[src/rtl/spiLink_config.svh]
// Sizes for the SPI link; CSR depth must not exceed RAM depth, and RAM length is clamped to MAX_BYTES
`ifndef SPI_LINK_CONFIG_SVH
`define SPI_LINK_CONFIG_SVH

// ------------------------------
// Data path
// ------------------------------
// Width of one SPI data word and one Wishbone word
`define SPI_LINK_WORD_BITS 32

// ------------------------------
// Memory map
// ------------------------------
// CSR bank depth in words, index taken modulo this depth
`define SPI_LINK_CSR_WORDS 16
// RAM depth in words, addresses wrap modulo this depth
`define SPI_LINK_RAM_WORDS 256
// Largest RAM transfer in bytes
`define SPI_LINK_MAX_BYTES 4096
// Wishbone address, region bit on top of the RAM index
`define SPI_LINK_WB_ADR_BITS ($clog2(`SPI_LINK_RAM_WORDS) + 1)

`endif

[src/rtl/spiLinkPkg.sv]
// Command codes follow the SPI header byte; unknown codes move no data
`default_nettype none

package spiLinkPkg;

	// ------------------------------
	// Header command byte, low 3 bits
	// ------------------------------
	typedef enum logic [2:0]
	{
		// No transfer
		CMD_NONE   = 3'd0,
		// Single CSR word
		CMD_CSR_WR = 3'd1,
		CMD_CSR_RD = 3'd2,
		// Burst of length/4 RAM words
		CMD_RAM_WR = 3'd3,
		CMD_RAM_RD = 3'd4
	} spiCmd_t;

	// ------------------------------
	// Target region on Wishbone
	// ------------------------------
	// Sits in the top address bit
	typedef enum logic
	{
		REGION_CSR = 1'b0,
		REGION_RAM = 1'b1
	} memRegion_t;

endpackage

`default_nettype wire

[src/rtl/spiSlaveFrontEnd.sv]
// SPI mode 0 slave only; SCK half period must be at least 8 iSCLK cycles, MSB first, 32-bit words
`timescale 1ns/100ps
`default_nettype none

`include "spiLink_config.svh"

module spiSlaveFrontEnd
(
	input  wire                            iSCLK,
	input  wire                            iSRST,
	// SPI pins
	input  wire                            spiSck,
	input  wire                            spiMosi,
	input  wire                            spiCs,
	output wire                            spiMiso,
	// Header toward the bridge
	output logic                           hdrValid,
	output logic [`SPI_LINK_WORD_BITS-1:0] hdrAddr,
	output spiLinkPkg::spiCmd_t            hdrCmd,
	output logic [15:0]                    hdrLen,
	// Received data words
	output logic                           rxValid,
	output logic [`SPI_LINK_WORD_BITS-1:0] rxWord,
	output logic                           frameEnd,
	// Next word for MISO
	input  wire  [`SPI_LINK_WORD_BITS-1:0] txWord,
	input  wire                            txReady
);

	localparam int WORD_BITS = `SPI_LINK_WORD_BITS;
	localparam int CNT_BITS  = $clog2(WORD_BITS);

	typedef enum logic [1:0] {FE_ADDR, FE_CMD, FE_DATA} feState_t;

	feState_t             state;
	logic [1:0]           sckSync;
	logic [1:0]           mosiSync;
	logic [1:0]           csSync;
	logic                 sckDly;
	logic                 csDly;
	logic                 sckRise;
	logic                 sckFall;
	logic                 wordDone;
	logic                 firstPending;
	logic [CNT_BITS-1:0]  bitCnt;
	logic [WORD_BITS-1:0] shiftIn;
	logic [WORD_BITS-1:0] misoShift;

	// ------------------------------
	// Pin synchronizer and edges
	// ------------------------------
	always_ff @(posedge iSCLK)
	begin
		if (iSRST)
		begin
			sckSync  <= 2'b00;
			mosiSync <= 2'b00;
			csSync   <= 2'b11;
			sckDly   <= 1'b0;
			csDly    <= 1'b1;
			frameEnd <= 1'b0;
		end
		else
		begin
			sckSync  <= {sckSync[0], spiSck};
			mosiSync <= {mosiSync[0], spiMosi};
			csSync   <= {csSync[0], spiCs};
			// Edge register behind the two sync flops
			sckDly   <= sckSync[1];
			csDly    <= csSync[1];
			// Chip select rising ends the frame
			frameEnd <= csSync[1] & ~csDly;
		end
	end

	// SCK edges count only inside a frame
	assign sckRise  = ~csSync[1] & sckSync[1] & ~sckDly;
	assign sckFall  = ~csSync[1] & ~sckSync[1] & sckDly;
	// Falling edge after the last bit of a word
	assign wordDone = sckFall && (bitCnt == CNT_BITS'(WORD_BITS - 1));

	// MOSI sampled on rising edges
	always_ff @(posedge iSCLK)
	begin
		if (sckRise)
		begin
			shiftIn <= {shiftIn[WORD_BITS-2:0], mosiSync[1]};
		end
	end

	// ------------------------------
	// Header and data deframing
	// ------------------------------
	always_ff @(posedge iSCLK)
	begin
		if (iSRST)
		begin
			state    <= FE_ADDR;
			bitCnt   <= '0;
			hdrValid <= 1'b0;
			rxValid  <= 1'b0;
			hdrCmd   <= spiLinkPkg::CMD_NONE;
		end
		else
		begin
			hdrValid <= wordDone && (state == FE_CMD);
			rxValid  <= wordDone && (state == FE_DATA);
			if (csSync[1])
			begin
				// Idle or aborted frame restarts at the address
				state  <= FE_ADDR;
				bitCnt <= '0;
			end
			else if (sckFall)
			begin
				bitCnt <= bitCnt + 1'b1;
				if (wordDone && (state == FE_ADDR))
				begin
					state <= FE_CMD;
				end
				else if (wordDone && (state == FE_CMD))
				begin
					state  <= FE_DATA;
					// Dummy byte in [31:24] is dropped
					hdrCmd <= spiLinkPkg::spiCmd_t'(shiftIn[18:16]);
				end
			end
		end
	end

	// Header payload, held until the next header
	always_ff @(posedge iSCLK)
	begin
		if (wordDone && (state == FE_ADDR))
		begin
			hdrAddr <= shiftIn;
		end
		if (wordDone && (state == FE_CMD))
		begin
			hdrLen <= shiftIn[15:0];
		end
		if (wordDone && (state == FE_DATA))
		begin
			rxWord <= shiftIn;
		end
	end

	// ------------------------------
	// MISO shift-out
	// ------------------------------
	always_ff @(posedge iSCLK)
	begin
		if (iSRST)
		begin
			misoShift    <= '1;
			firstPending <= 1'b0;
		end
		else if (csSync[1])
		begin
			// Line parks high outside a frame
			misoShift    <= '1;
			firstPending <= 1'b0;
		end
		else if (wordDone && (state != FE_ADDR))
		begin
			misoShift    <= txReady ? txWord : '1;
			// First data word may land after the header ends
			firstPending <= (state == FE_CMD);
		end
		else if (firstPending && txReady)
		begin
			misoShift    <= txWord;
			firstPending <= 1'b0;
		end
		else
		begin
			if (sckRise)
			begin
				firstPending <= 1'b0;
			end
			if (sckFall && (state == FE_DATA))
			begin
				misoShift <= {misoShift[WORD_BITS-2:0], 1'b1};
			end
		end
	end

	assign spiMiso = misoShift[WORD_BITS-1];

	// Header and data strobes come from different phases
	hdrRxExclusive: assert property (@(posedge iSCLK) disable iff (iSRST)
		!(hdrValid && rxValid))
		else $error("hdrValid and rxValid high together");

endmodule

`default_nettype wire

[config.mk]
export PLATFORM = sky130hd
export DESIGN_NAME = spiSlaveFrontEnd
export DESIGN_NICKNAME = d
export VERILOG_FILES = /design/src/rtl/spiLinkPkg.sv /design/src/rtl/spiSlaveFrontEnd.sv
export VERILOG_INCLUDE_DIRS = /design/src /design/src/rtl
export SDC_FILE = /design/constraint.sdc
export NUM_CORES = 1
export LEC_CHECK = 0
export ABC_CLOCK_PERIOD_IN_PS = 6500
export BUFFER_PORTS_ARGS = -buffer_cell sky130_fd_sc_hd__buf_4
export CAP_MARGIN = 20
export CORE_ASPECT_RATIO = 0.6
export CORE_MARGIN = 2
export CORE_UTILIZATION = 50
export CTS_CLUSTER_SIZE = 30
export DETAILED_ROUTE_END_ITERATION = 16
export GPL_ROUTABILITY_DRIVEN = 0
export GPL_TIMING_DRIVEN = 0
export PLACE_DENSITY_LB_ADDON = 0.12
export SLEW_MARGIN = 10
export SYNTH_ARGS = -nofsm -noshare
export SYNTH_HDL_FRONTEND = slang
export SYNTH_SLANG_ARGS = --single-unit
[constraint.sdc]
create_clock -name iSCLK -period 6.5 [get_ports iSCLK]
set_clock_uncertainty 0.1 [all_clocks]
set_input_delay 0.325 -clock iSCLK [delete_from_list [all_inputs] [get_ports iSCLK]]
set_output_delay 0.325 -clock iSCLK [all_outputs]
set_load 0.01 [all_outputs]
==> metrics.md <==
| Metric | Value |
|---|---|
| Post-synth cell types | `31` |
| Least-Margin Pin Slew | `0.774 ns` |
| Final Instance Area | `7270 µm²` |
| Setup violations, final | `0` |
| CTS Root Cell | `clkbuf_16` |
| Final min period | `2.78 ns` |
| WP data required | `6.43 ns` |
| Top-Level Pins | `125` |
| Rel. slew slack | `just under 50%` |
| Adder-cell share of the synthesized area | `less than 1%` |
| Detailed placer's ending HPWL | `about 7.0 mm` |
| Worst skew pair latency | `0.41 ns` |
| Post-synthesis mux area share | `less than 1%` |
| Antenna diodes | `0` |
| Initial antenna violation count | `0` |
| Die width | `139 µm` |
| Mean post-synth cell area | `14.8 µm²` |
| Worst setup SP type | `register` |
| Synthesized flop and latch total | `166` |
| Setup CP Type | `register to register` |
| Starting Density | `51.6%` |
| Worst hold path class | `input port to register` |
| Final Cycle Share | `42.8%` |
| Fmax | `0.359 GHz` |
| Max cap viols | `0` |
| Via/cell ratio | `5.00` |
| Max-slew violations | `0` |
| Syn_nets | `410` |
| Setup_tns | `0 ns` |
| Antenna Nets Post-Route | `0` |
| Max FO, Critical Path | `19` |
| RSZ-0062 raised after global routing | `false` |
| Drt pass-1 iters | `5` |
| Setup bufs post-CTS | `0` |
| Peak supply drop | `about 0.00023 V` |
| Residual DRC | `0` |
| Clk sink count | `between 150 and 200` |
| CTS tree | `yes` |
| Synth Instances | `370` |
| Initial DRC count | `205` |
| Ys async rst share | `0%` |
| Number of global-route vias before repair | `around 3,200` |
| Largest family of logic cells by synthesized area | `compound AO/OA/AOI/OAI gates` |
| DP Worst Slack | `3.69 ns` |
| PwrDens | `296 nW/µm²` |
| Row cnt | `29` |
| Commonest cells after routing, fill and taps aside | `126 x buf_4, 112 x edfxtp_1, 67 x a21oi_1` |
| Status | `finished clean` |
| Layout cells sized above 1 | `32.0%` |
| Die height | `85.2 µm` |
| Synth Area in XOR/XNOR | `0.479%` |
| WL/cell | `around 16 µm` |
| Mapped Area | `5490 µm²` |
| Crit end category | `register` |
| Total Wirelength | `10.4 mm` |
| Total global routing track utilization | `18.2%` |
| Main flop type after synthesis | `edfxtp_1` |
| Clock transition at path regs | `0.06 ns` |
| Ys Warns | `0` |
| Simple-Gate Fraction of Synth Area | `6.04%` |
| Vias | `roughly 3,400` |
| Synth-to-Final Area Change | `32.4%` |
| Compound-Gate Fraction of Synth Area | `9.98%` |
| Critical path data arrival time | `2.71 ns` |
| H-tree depth | `4` |
| Sequential area share after synthesis | `80.9%` |
| Final hold vios | `0` |
| Number of synthesized flops with an enable pin | `112` |
| Total gr overflow | `0` |
| LEAKAGE | `2.65 nW` |
| Clock Path Buffers | `2` |
| First-pass GRT wire length | `16.5 mm` |
| Dpl cell area | `6660 µm²` |
| Top cell type's share of synthesized area | `61.3%` |
| Inserted Clock Buffers | `17` |
| Layout Nets | `558` |
| Synth top area cells | `edfxtp_1 61%, dfxtp_1 20%, a21oi_1 6.1%` |
| Leading area contributor after synthesis | `edfxtp_1` |
| Core ar. | `10,600 µm²` |
| Die area | `11,900 µm²` |
| I/O Buffers | `124` |
| Pwr Total | `2.15 mW` |
| Largest net degree at the start of global routing | `33` |
| Final worst slack | `3.72 ns` |
| Commonest non-fill, non-tap cell in the layout | `buf_4` |
[metrics by stage]
step	hold slack, ns	util (%)	cells
2_1_floorplan	0.273	-	370
3_3_place_gp	0.288	62.0	633
3_5_place_dp	0.290	62.6	637
4_1_cts	0.0102	68.4	670
5_1_grt	0.0117	68.4	670
6_report	0.0274	68.4	670
[kinds of logic after synthesis]
family	after synthesis
flops	166
xor+xnor	3
mux	3
compound gates	107
buf+inv	21
fa+ha+maj	2
simple gates	68
[registers in the layout, summed over array words and instances, names as in the netlist, 2 cells and up]
register and cells:
misoShift 32, hdrLen 16, sckSync 2, rxWord 32, bitCnt 5, hdrAddr 32, mosiSync 2, hdrCmd 3
state 2, shiftIn 32, csSync 2
[where the power goes]
group / internal [mW] / leakage, nW / switching, mW
clock network: 0.607 / 0.281 / 0.397
registers: 1.12 / 1.45 / 0.00292
logic: 0.0169 / 0.918 / 0.00863
total: 1.74 / 2.65 / 0.409
[cell usage after synthesis, types with 2 or more instances]
cell / instances
edfxtp_1: 112
a21oi_1: 67
dfxtp_1: 54
nor2_1: 40
o21ai_1: 31
clkbuf_1: 10
nand2_1: 9
nor2b_1: 7
o21ai_0: 5
buf_2: 4
inv_1: 4
buf_1: 3
ha_1: 2
mux2i_1: 2
nor3b_1: 2
or2_2: 2
xor2_1: 2
[routing by layer]
metal | up-vias | wire (µm) | GRT usage (%)
met1 | 1588 | 5010 | 25.8
met5 | - | 0 | 0
met3 | 9 | 760 | 7.05
met4 | 0 | 102 | 5.51
li1 | 1652 | - | -
met2 | 104 | 4580 | 26.3
[critical path, cell delays in order (launching register included)]
cell	delay, ns
dfxtp_1	0.38
ha_1	0.18
and3_1	0.18
ha_1	0.22
nor4bb_1	0.40
nand3_1	0.31
inv_1	0.63
[final timing paths]
check | depth (start not counted) | to | startpoint | slack [ns]
worst max-delay path | 6 | hdrLen[3]$_DFFE_PN_ | bitCnt[0]$_SDFFE_PP0P_ | 3.72
worst min-delay path | 2 | mosiSync[0]$_SDFF_PP0_ | iSRST | 0.03
worst max register to register | 6 | hdrLen[3]$_DFFE_PN_ | bitCnt[0]$_SDFFE_PP0P_ | 3.72
worst min register to register | 1 | frameEnd$_SDFF_PP0_ | csDly$_SDFF_PP1_ | 0.30
[area by class of cell]
| type | instances | area, µm² |
|---|---|---|
| Sequential cell | 166 | 4440 |
| Fill cell | 787 | 3360 |
| Timing Repair Buffer | 129 | 995 |
| Multi-Input combinational cell | 183 | 968 |
| Clock buffer | 18 | 429 |
| Clock inverter | 14 | 174 |
| Tap cell | 139 | 174 |
| Buffer | 17 | 68.8 |
| Inverter | 4 | 15.0 |
[repair_timing]
item                                   in CTS  in global routing
endpoints found under the hold margin       1                  0
hold buffers                                1                  0
resized for setup                           0                  0
No activity file was read; power rests on OpenSTA's default activity.
