File: src/rtl/spiLink_config.svh
// Sizes for the SPI link; CSR depth must not exceed RAM depth, and RAM length is clamped to MAX_BYTES
`ifndef SPI_LINK_CONFIG_SVH
`define SPI_LINK_CONFIG_SVH

// ------------------------------
// Data path
// ------------------------------
// Width of one SPI data word and one Wishbone word
`define SPI_LINK_WORD_BITS 32

// ------------------------------
// Memory map
// ------------------------------
// CSR bank depth in words, index taken modulo this depth
`define SPI_LINK_CSR_WORDS 16
// RAM depth in words, addresses wrap modulo this depth
`define SPI_LINK_RAM_WORDS 256
// Largest RAM transfer in bytes
`define SPI_LINK_MAX_BYTES 4096
// Wishbone address, region bit on top of the RAM index
`define SPI_LINK_WB_ADR_BITS ($clog2(`SPI_LINK_RAM_WORDS) + 1)

`endif

File: src/rtl/spiLinkPkg.sv
// Command codes follow the SPI header byte; unknown codes move no data
`default_nettype none

package spiLinkPkg;

	// ------------------------------
	// Header command byte, low 3 bits
	// ------------------------------
	typedef enum logic [2:0]
	{
		// No transfer
		CMD_NONE   = 3'd0,
		// Single CSR word
		CMD_CSR_WR = 3'd1,
		CMD_CSR_RD = 3'd2,
		// Burst of length/4 RAM words
		CMD_RAM_WR = 3'd3,
		CMD_RAM_RD = 3'd4
	} spiCmd_t;

	// ------------------------------
	// Target region on Wishbone
	// ------------------------------
	// Sits in the top address bit
	typedef enum logic
	{
		REGION_CSR = 1'b0,
		REGION_RAM = 1'b1
	} memRegion_t;

endpackage

`default_nettype wire

File: src/rtl/spiWbBridge.sv
// Assumes the SPI side never delivers a word while a Wishbone cycle is open; budget is fixed per header
`timescale 1ns/100ps
`default_nettype none

`include "spiLink_config.svh"

module spiWbBridge
(
	input  wire                              iSCLK,
	input  wire                              iSRST,
	// Front end
	input  wire                              hdrValid,
	input  wire  [`SPI_LINK_WORD_BITS-1:0]   hdrAddr,
	input  spiLinkPkg::spiCmd_t              hdrCmd,
	input  wire  [15:0]                      hdrLen,
	input  wire                              rxValid,
	input  wire  [`SPI_LINK_WORD_BITS-1:0]   rxWord,
	input  wire                              frameEnd,
	output logic [`SPI_LINK_WORD_BITS-1:0]   txWord,
	output logic                             txReady,
	// Wishbone classic master
	output logic                             wbCyc,
	output logic                             wbStb,
	output logic                             wbWe,
	output logic [`SPI_LINK_WB_ADR_BITS-1:0] wbAdr,
	output logic [`SPI_LINK_WORD_BITS-1:0]   wbDatW,
	input  wire                              wbAck,
	input  wire  [`SPI_LINK_WORD_BITS-1:0]   wbDatR,
	output logic                             opDone
);

	localparam int WORD_BITS   = `SPI_LINK_WORD_BITS;
	localparam int IDX_BITS    = `SPI_LINK_WB_ADR_BITS - 1;
	localparam int BUDGET_BITS = $clog2(`SPI_LINK_MAX_BYTES / 4) + 1;

	typedef enum logic [1:0] {BR_IDLE, BR_READY, BR_BUS, BR_HOLD} brState_t;

	brState_t               state;
	spiLinkPkg::spiCmd_t    cmd;
	spiLinkPkg::memRegion_t region;
	spiLinkPkg::memRegion_t hdrRegion;
	logic [WORD_BITS-1:0]   curAddr;
	logic [BUDGET_BITS-1:0] budget;
	logic [BUDGET_BITS-1:0] hdrBudget;
	logic [BUDGET_BITS-1:0] wordCnt;
	logic [BUDGET_BITS-1:0] nextCnt;
	logic [15:0]            lenClamped;
	logic                   isRead;
	logic                   hdrIsRead;
	logic                   closing;

	// ------------------------------
	// Word budget from the header
	// ------------------------------
	assign lenClamped = (hdrLen > 16'(`SPI_LINK_MAX_BYTES)) ? 16'(`SPI_LINK_MAX_BYTES) : hdrLen;
	assign hdrIsRead  = (hdrCmd == spiLinkPkg::CMD_CSR_RD) || (hdrCmd == spiLinkPkg::CMD_RAM_RD);
	assign isRead     = (cmd == spiLinkPkg::CMD_CSR_RD) || (cmd == spiLinkPkg::CMD_RAM_RD);
	assign nextCnt    = wordCnt + 1'b1;

	always_comb
	begin
		hdrRegion = spiLinkPkg::REGION_RAM;
		hdrBudget = '0;
		case (hdrCmd)
			spiLinkPkg::CMD_CSR_WR, spiLinkPkg::CMD_CSR_RD:
			begin
				// CSR ignores the length field
				hdrRegion = spiLinkPkg::REGION_CSR;
				hdrBudget = BUDGET_BITS'(1);
			end
			spiLinkPkg::CMD_RAM_WR, spiLinkPkg::CMD_RAM_RD:
			begin
				// Whole words only, remainder bytes dropped
				hdrBudget = lenClamped[BUDGET_BITS+1:2];
			end
			default:
			begin
				hdrBudget = '0;
			end
		endcase
	end

	// ------------------------------
	// Command sequencer
	// ------------------------------
	always_ff @(posedge iSCLK)
	begin
		if (iSRST)
		begin
			state   <= BR_IDLE;
			cmd     <= spiLinkPkg::CMD_NONE;
			region  <= spiLinkPkg::REGION_CSR;
			curAddr <= '0;
			budget  <= '0;
			wordCnt <= '0;
			closing <= 1'b0;
			wbCyc   <= 1'b0;
			wbStb   <= 1'b0;
			wbWe    <= 1'b0;
			wbAdr   <= '0;
			wbDatW  <= '0;
			txWord  <= '0;
			txReady <= 1'b0;
			opDone  <= 1'b0;
		end
		else
		begin
			opDone <= 1'b0;
			case (state)
				BR_IDLE, BR_READY:
				begin
					if (hdrValid)
					begin
						cmd     <= hdrCmd;
						region  <= hdrRegion;
						curAddr <= hdrAddr;
						budget  <= hdrBudget;
						wordCnt <= '0;
						closing <= 1'b0;
						txReady <= 1'b0;
						state   <= BR_READY;
						// Reads prefetch the first word right away
						if (hdrIsRead && (hdrBudget != '0))
						begin
							wbCyc <= 1'b1;
							wbStb <= 1'b1;
							wbWe  <= 1'b0;
							wbAdr <= {hdrRegion, hdrAddr[IDX_BITS-1:0]};
							state <= BR_BUS;
						end
					end
					else if (frameEnd)
					begin
						txReady <= 1'b0;
						state   <= BR_IDLE;
					end
					else if (rxValid && (state == BR_READY))
					begin
						if (wordCnt != budget)
						begin
							// Write of the new word, or prefetch of the next read
							wbCyc  <= 1'b1;
							wbStb  <= 1'b1;
							wbWe   <= ~isRead;
							wbAdr  <= {region, curAddr[IDX_BITS-1:0]};
							wbDatW <= rxWord;
							state  <= BR_BUS;
						end
						else
						begin
							// Budget used up, MISO gets all ones
							txReady <= 1'b0;
						end
					end
				end
				BR_BUS:
				begin
					if (frameEnd)
					begin
						closing <= 1'b1;
					end
					if (wbAck)
					begin
						wbCyc   <= 1'b0;
						wbStb   <= 1'b0;
						curAddr <= curAddr + 1'b1;
						wordCnt <= nextCnt;
						opDone  <= (nextCnt == budget);
						if (isRead)
						begin
							txWord  <= wbDatR;
							txReady <= 1'b1;
						end
						if (closing || frameEnd)
						begin
							txReady <= 1'b0;
							state   <= BR_IDLE;
						end
						else if (isRead && (wordCnt == '0))
						begin
							// Give the front end one cycle to take word 0
							state <= BR_HOLD;
						end
						else
						begin
							state <= BR_READY;
						end
					end
				end
				BR_HOLD:
				begin
					if (frameEnd)
					begin
						txReady <= 1'b0;
						state   <= BR_IDLE;
					end
					else if (wordCnt != budget)
					begin
						wbCyc <= 1'b1;
						wbStb <= 1'b1;
						wbWe  <= 1'b0;
						wbAdr <= {region, curAddr[IDX_BITS-1:0]};
						state <= BR_BUS;
					end
					else
					begin
						state <= BR_READY;
					end
				end
				default:
				begin
					state <= BR_IDLE;
				end
			endcase
		end
	end

	// SPI cannot stall, each word must find the bus free
	rxOutsideCycle: assert property (@(posedge iSCLK) disable iff (iSRST)
		rxValid |-> !wbCyc)
		else $error("rxValid during an open Wishbone cycle");

	stbInsideCyc: assert property (@(posedge iSCLK) disable iff (iSRST)
		wbStb |-> wbCyc)
		else $error("wbStb without wbCyc");

endmodule

`default_nettype wire

File: config.mk
export PLATFORM = sky130hd
export DESIGN_NAME = spiWbBridge
export DESIGN_NICKNAME = d
export VERILOG_FILES = /design/src/rtl/spiLinkPkg.sv /design/src/rtl/spiWbBridge.sv
export VERILOG_INCLUDE_DIRS = /design/src /design/src/rtl
export SDC_FILE = /design/constraint.sdc
export NUM_CORES = 1
export LEC_CHECK = 0
export BUFFER_PORTS_ARGS = -buffer_cell sky130_fd_sc_hd__clkbuf_2
export CAP_MARGIN = 10
export CORE_ASPECT_RATIO = 1.1
export CORE_MARGIN = 2
export CORE_UTILIZATION = 50
export DETAILED_ROUTE_END_ITERATION = 16
export PLACE_DENSITY = 0.78
export SYNTH_ARGS = -nofsm -noshare
export SYNTH_HDL_FRONTEND = slang
export SYNTH_SLANG_ARGS = --single-unit
File: constraint.sdc
create_clock -name iSCLK -period 2.9 [get_ports iSCLK]
set_input_delay 0.29 -clock iSCLK [delete_from_list [all_inputs] [get_ports iSCLK]]
set_output_delay 0.29 -clock iSCLK [all_outputs]
set_load 0.02 [all_outputs]
==> metrics.cfg, run 1 <==
[detailed_routing]
vias = 5453
drtAntennaViolNets = 0
via_per_inst = 5.60
dr.pass1.iters = 5
drc = 0
drt_wl_total_um = 14800
drt-initial-drc-count = 263
post_drt_wl_per_cell_um = 15.2

[floorplan]
die-area_um2 = 11700
placementRows = 39
initial_core_util = 0.517
die_h_um = 113
core_um2 = 10400
dieWidth_um = 103
io_pins = 199

[finish]
multi_input_area_um2 = 2820
num_antenna_cells = 0
drive_gt1_frac = 0.292
area_growth_pct = 28.3
final_area_um2 = 6930
ff_latch_area_um2 = 2300
fin_nets = 942
n_fill_cell = 921

[worst_setup_path]
worstRegToRegCells = 5
crit_type = register to register
reg2reg_from = wordCnt[8]$_SDFFE_PP0P_
reg2reg_slack_ns = 0.46
critical_path_arrival_ns = 2.69
cp_max_fo = 32
cp.required_ns = 3.15
timing.critical_path.to = wbDatW[12]$_SDFFE_PP0P_
crit_start = wordCnt[8]$_SDFFE_PP0P_
cp-end-kind = register
r2r-end = wbDatW[12]$_SDFFE_PP0P_
crit_path_start_kind = register

[timing]
finalClockSkew_ns = 0.0132
final.setup.tns_ns = 0
finalCritPeriodShare = 0.842
maxSlewHeadroom = 0.390
worstMarginPinSlew_ns = 0.914
clock.fmax_mhz = 409
final-hold-violation-count = 0
holdWs_ns = 0.0974
worst_slack_ns = 0.457
setup_viol = 0
maxSlewViolCount = 0
rsz0062_at_grt = false
fin_crit_ns = 2.44

[yosys]
synth_area_leaders = dfxtp_1 43%, a21oi_1 8.4%, nand2_1 6.9%
syn_avg_cell_area_um2 = 8.15
ys_types = 68
synth_edf_count = 0
syn_area_um2 = 5400
synthCells = 663
ys.flop_type = dfxtp_1
yosysTopAreaCell = dfxtp_1
synth-seq-cells = 115
async_reset_ff_frac = 0
ys_warn_count = 0
syn_nets = 787
yosysMostFrequentCell = dfxtp_1
yosys-top-cells-count = 115 x dfxtp_1, 99 x nand2_1, 91 x a21oi_1
ys_seq_area_frac = 0.426
synth_top_area_share = 0.426

[placed_design]
placed_area_um2 = 6310
preCtsSetupSlack_ns = 0.533
dpl.hpwl_um = 10400
io_buffers = 174
globalplace.congestion = 0.864

[cts]
cts_buffer_depth = 2
clockRootBuffer = clkbuf_16
cts_inserted_buffers = 17
htree_levels = 4
clk_latency_ns = 0.41
clock-sinks = 115
clk_pin_slew_worst_paths_ns = 0.05
cts_tree = built
cts_hold_buf = 0
post-cts-setup-buffers = 0
cts_resized = 0

[power]
cellPowerDensity_nw_per_um2 = 608
p_leak_nw = 2.81
vdd_drop_max_mv = 0.495

[global_routing]
grt_pass1_vias = 5006
grt_overflow = 0
grt_max_degree = 73
grt.total_usage = 0.251
antenna_found_initial = 0
grt_pass1_wl_um = 23300

[min_path]
min_path_cells = 3
min-delay-path-class = input pin to register

[outcome]
outcome = completed

[flow_run]
drv_cap = 0

-- per-layer routing --
metal / part of all wire / global-route usage
met3: 0.058 / 0.0568
met2: 0.50 / 0.424
met1: 0.42 / 0.307
met5: 0 / 0
met4: 0.022 / 0.0974
-- cell type report --
type                    instances  area share
clock buffers                  19      0.0653
clock inverters                13      0.0227
inverters                      13     0.00704
multi-input cells             485       0.407
flip-flops and latches        115       0.332
well taps                     143      0.0258
repair buffers                186       0.140
-- cell families after synthesis --
group,share of synthesized area
mux,0.0250
xor+xnor,0.0370
fa+ha+maj,0.00695
compound gates,0.226
buf+inv,0.0535
flops,0.426
simple gates,0.226
-- through the flow --
step	util	power, mW	cells
after floorplan	-	1.94	663
after global placement	0.604	2.09	941
after detailed placement	0.604	2.10	941
after CTS	0.662	4.24	973
after global routing	0.664	4.37	974
final	0.664	4.21	974
-- cell usage in the layout, fill, tap and decap left out, types with 12 or more instances in the layout --
master	n
a21oi_1	91
inv_1	13
nand3_1	43
buf_4	12
nand2_1	99
clkbuf_16	17
dfxtp_1	115
clkbuf_2	173
a22oi_1	13
o21ai_0	39
nor2_1	37
xnor2_1	18
-- power breakdown --
group          leakage (nW)  internal [mW]  switching (mW)
Clock                 0.291           1.39           0.747
Combinational          1.59          0.164           0.253
Sequential            0.930           1.62          0.0394
-- sequential cells by signal (all words and copies together), names as in the netlist --
signal   flops
txWord      32
wbDatW      32
budget      11
wordCnt     11
wbAdr        9
curAddr      8
cmd          3
state        2
closing      1
opDone       1
region       1
txReady      1
wbCyc        1
wbStb        1
wbWe         1
-- worst max-delay path, cell delays in order (launching register included) --
cell and delay, ns:
dfxtp_1 0.36, xnor2_1 0.47, nand4_1 0.43, o311a_2 0.71
nand3_1 0.20, a21oi_1 0.09
-- worst min-delay path by stage --
stage                             from                       to  slack (ns)
2_1_floorplan                hdrCmd[1]      cmd[1]$_SDFFE_PP0P_        0.43
4_1_cts                     wbDatR[20]  txWord[20]$_SDFFE_PP0P_        0.09
3_5_place_dp   txWord[11]$_SDFFE_PP0P_  txWord[11]$_SDFFE_PP0P_        0.45
3_3_place_gp   txWord[24]$_SDFFE_PP0P_  txWord[24]$_SDFFE_PP0P_        0.44
6_report                    wbDatR[20]  txWord[20]$_SDFFE_PP0P_         0.1
5_1_grt                     wbDatR[27]  txWord[27]$_SDFFE_PP0P_        0.09
Note: power is estimated with default switching activity, not from simulation.
==> inputs of run 2 (changes only) <==
- clock period: 2.9 -> 2.6 ns (I/O delays scaled with it)
==> run 2 against run 1 <==
  * Hold slack worse by 0.024 ns
  * Worst setup slack worse by 0.18 ns
  * Combinational power is 15% higher
  * Clock skew fell by 0.00092 ns
  * Clock power is 21% higher
  * Sequential power rose by 11%
  * Largest cell class unchanged
  * Clock-buffer cell count rose by 1
  * Sequential cell count is the same
==> metrics.cfg, run 2 (synthesis gave the netlist of run 1 again) <==
[timing]
holdWs_ns = 0.0731  ; -0.0243 ns
fin_crit_ns = 2.33  ; -0.116 ns
clock.fmax_mhz = 430  ; +5.0%
setup_viol = 0  ; unchanged
maxSlewViolCount = 0  ; unchanged
rsz0062_at_grt = false
worst_slack_ns = 0.273  ; -0.184 ns
final-hold-violation-count = 0  ; unchanged
worstMarginPinSlew_ns = 0.633  ; -0.281 ns
maxSlewHeadroom = 0.578  ; +0.188
final.setup.tns_ns = 0  ; unchanged
finalClockSkew_ns = 0.0123  ; -0.000922 ns
finalCritPeriodShare = 0.895  ; +0.0524

[cts]
cts_buffer_depth = 2  ; unchanged
htree_levels = 4  ; unchanged
cts_resized = 0  ; unchanged
cts_hold_buf = 0  ; unchanged
post-cts-setup-buffers = 0  ; unchanged
clk_latency_ns = 0.41  ; about the same
cts_inserted_buffers = 17  ; unchanged
clk_pin_slew_worst_paths_ns = 0.05  ; about the same
cts_tree = built
clockRootBuffer = clkbuf_16
clock-sinks = 115  ; unchanged

[finish]
top_regs = txWord x32, wbDatW x32
utilization = 0.674  ; +0.0107
ff_latch_area_um2 = 2300  ; unchanged
multi_input_area_um2 = 2820  ; unchanged
stdcell_count = 982  ; +0.82%
num_antenna_cells = 0  ; unchanged
fin_nets = 951  ; +0.96%
drive_gt1_frac = 0.297  ; +0.00436
n_fill_cell = 905  ; -1.7%
mostFrequentLayoutCell = clkbuf_2
area_growth_pct = 30.3
final_cell_mix = 173 x clkbuf_2, 115 x dfxtp_1, 99 x nand2_1, 91 x a21oi_1, 43 x nand3_1

[worst_setup_path]
crit_path_start_kind = register
reg2reg_from = wordCnt[3]$_SDFFE_PP0P_
crit_start = wordCnt[3]$_SDFFE_PP0P_
timing.critical_path.to = wbDatW[1]$_SDFFE_PP0P_
reg2reg_slack_ns = 0.27  ; -0.18 ns
cp_cell_sequence = xor2_2 > or4b_4 > o311a_2 > nand3_1 > a21oi_1
crit_type = register to register
critical_path_arrival_ns = 2.58  ; -0.11 ns
slowest_delay_ns = 0.65  ; -0.06 ns
worstRegToRegCells = 5  ; unchanged
slowest_stage = o311a_2
cp-end-kind = register
r2r-end = wbDatW[1]$_SDFFE_PP0P_
cp.required_ns = 2.86  ; -0.29 ns
cp_max_fo = 32  ; unchanged

[floorplan]
die_h_um = 113  ; unchanged
io_pins = 199  ; unchanged
die-area_um2 = 11700  ; unchanged
initial_core_util = 0.517  ; unchanged
core_um2 = 10400  ; unchanged
placementRows = 39  ; unchanged
dieWidth_um = 103  ; unchanged

[detailed_routing]
drc = 0  ; unchanged
drtAntennaViolNets = 0  ; unchanged
dr.pass1.iters = 5  ; unchanged
via_per_inst = 5.60  ; about the same
post_drt_wl_per_cell_um = 15.4  ; +1.7%
drt_wl_total_um = 15200  ; +2.5%
vias = 5499  ; +0.84%
drt-initial-drc-count = 331  ; +26%

[global_routing]
antenna_found_initial = 0  ; unchanged
grt_pass1_vias = 5135  ; +2.6%
grt.total_usage = 0.255  ; +0.00465
grt_pass1_wl_um = 23700  ; +1.5%
grt_overflow = 0  ; unchanged
grt_max_degree = 60  ; -18%

[placed_design]
preCtsSetupSlack_ns = 0.316  ; -0.218 ns
globalplace.congestion = 0.934  ; +8.1%
dpl.hpwl_um = 10600  ; +1.6%
place_inst = 950  ; +0.96%
io_buffers = 174  ; unchanged

[power]
vdd_drop_max_mv = 0.393  ; -21%
p_leak_nw = 2.88  ; +2.5%
cellPowerDensity_nw_per_um2 = 697  ; +15%

[outcome]
outcome = completed

[min_path]
hp-start = wbDatR[25]
min-delay-path-class = input pin to register

[flow_run]
drv_cap = 0  ; unchanged

==> run 2: changes by cell type in the layout (fill, tap and decap cells not counted), sizes merged <==
cell      previous run  this run
buf                 13        22
bufinv               3         6
clkbuf             192       193
clkinv               5         4
clkinvlp             4         1
inv                 14        13
==> run 2: final cells by class <==
type / instances / area share
clock buffers: 20 / 0.0634
clock inverters: 11 / 0.0295
inverters: 13 / 0.00693
multi-input cells: 485 / 0.400
flip-flops and latches: 115 / 0.327
well taps: 143 / 0.0254
repair buffers: 195 / 0.147
==> run 2: worst min-delay path by stage <==
stage                     slack (ns)  cells after the start                 endpoint
final                           0.07                      3  txWord[25]$_SDFFE_PP0P_
after global routing            0.07                      3  txWord[11]$_SDFFE_PP0P_
after CTS                       0.07                      3  txWord[25]$_SDFFE_PP0P_
after detailed placement        0.45                      2  txWord[19]$_SDFFE_PP0P_
after global placement          0.44                      2  txWord[24]$_SDFFE_PP0P_
after floorplan                 0.40                      2      cmd[1]$_SDFFE_PP0P_
==> run 2: where the power goes <==
| group | internal (mW) | leakage, nW | switching (mW) |
|---|---|---|---|
| Sequential | 1.81 | 0.930 | 0.0446 |
| Combinational | 0.191 | 1.63 | 0.287 |
| Clock | 1.81 | 0.320 | 0.770 |
| Total | 3.81 | 2.88 | 1.10 |
==> run 2: worst max-delay path: cells and delay by family (launching register included) <==
family          cells  cell delay, ns
compound gates      2            0.72
simple gates        2            0.76
xor+xnor            1            0.17
flops               1            0.53
==> run 2: per-layer routing <==
metal / global-route usage / vias to the layer above / share of wire
li1: - / 2717 / -
met1: 0.304 / 2570 / 0.41
met2: 0.441 / 188 / 0.51
met3: 0.0574 / 24 / 0.063
met4: 0.102 / 0 / 0.019
met5: 0 / - / 0
==> run 2: metrics by stage <==
step                power (mW)  cell area, um^2
floorplan                 2.16             5400
global placement          2.34             6370
detailed placement        2.35             6370
CTS                       4.93             7030
global route              5.08             7040
finish                    4.91             7040
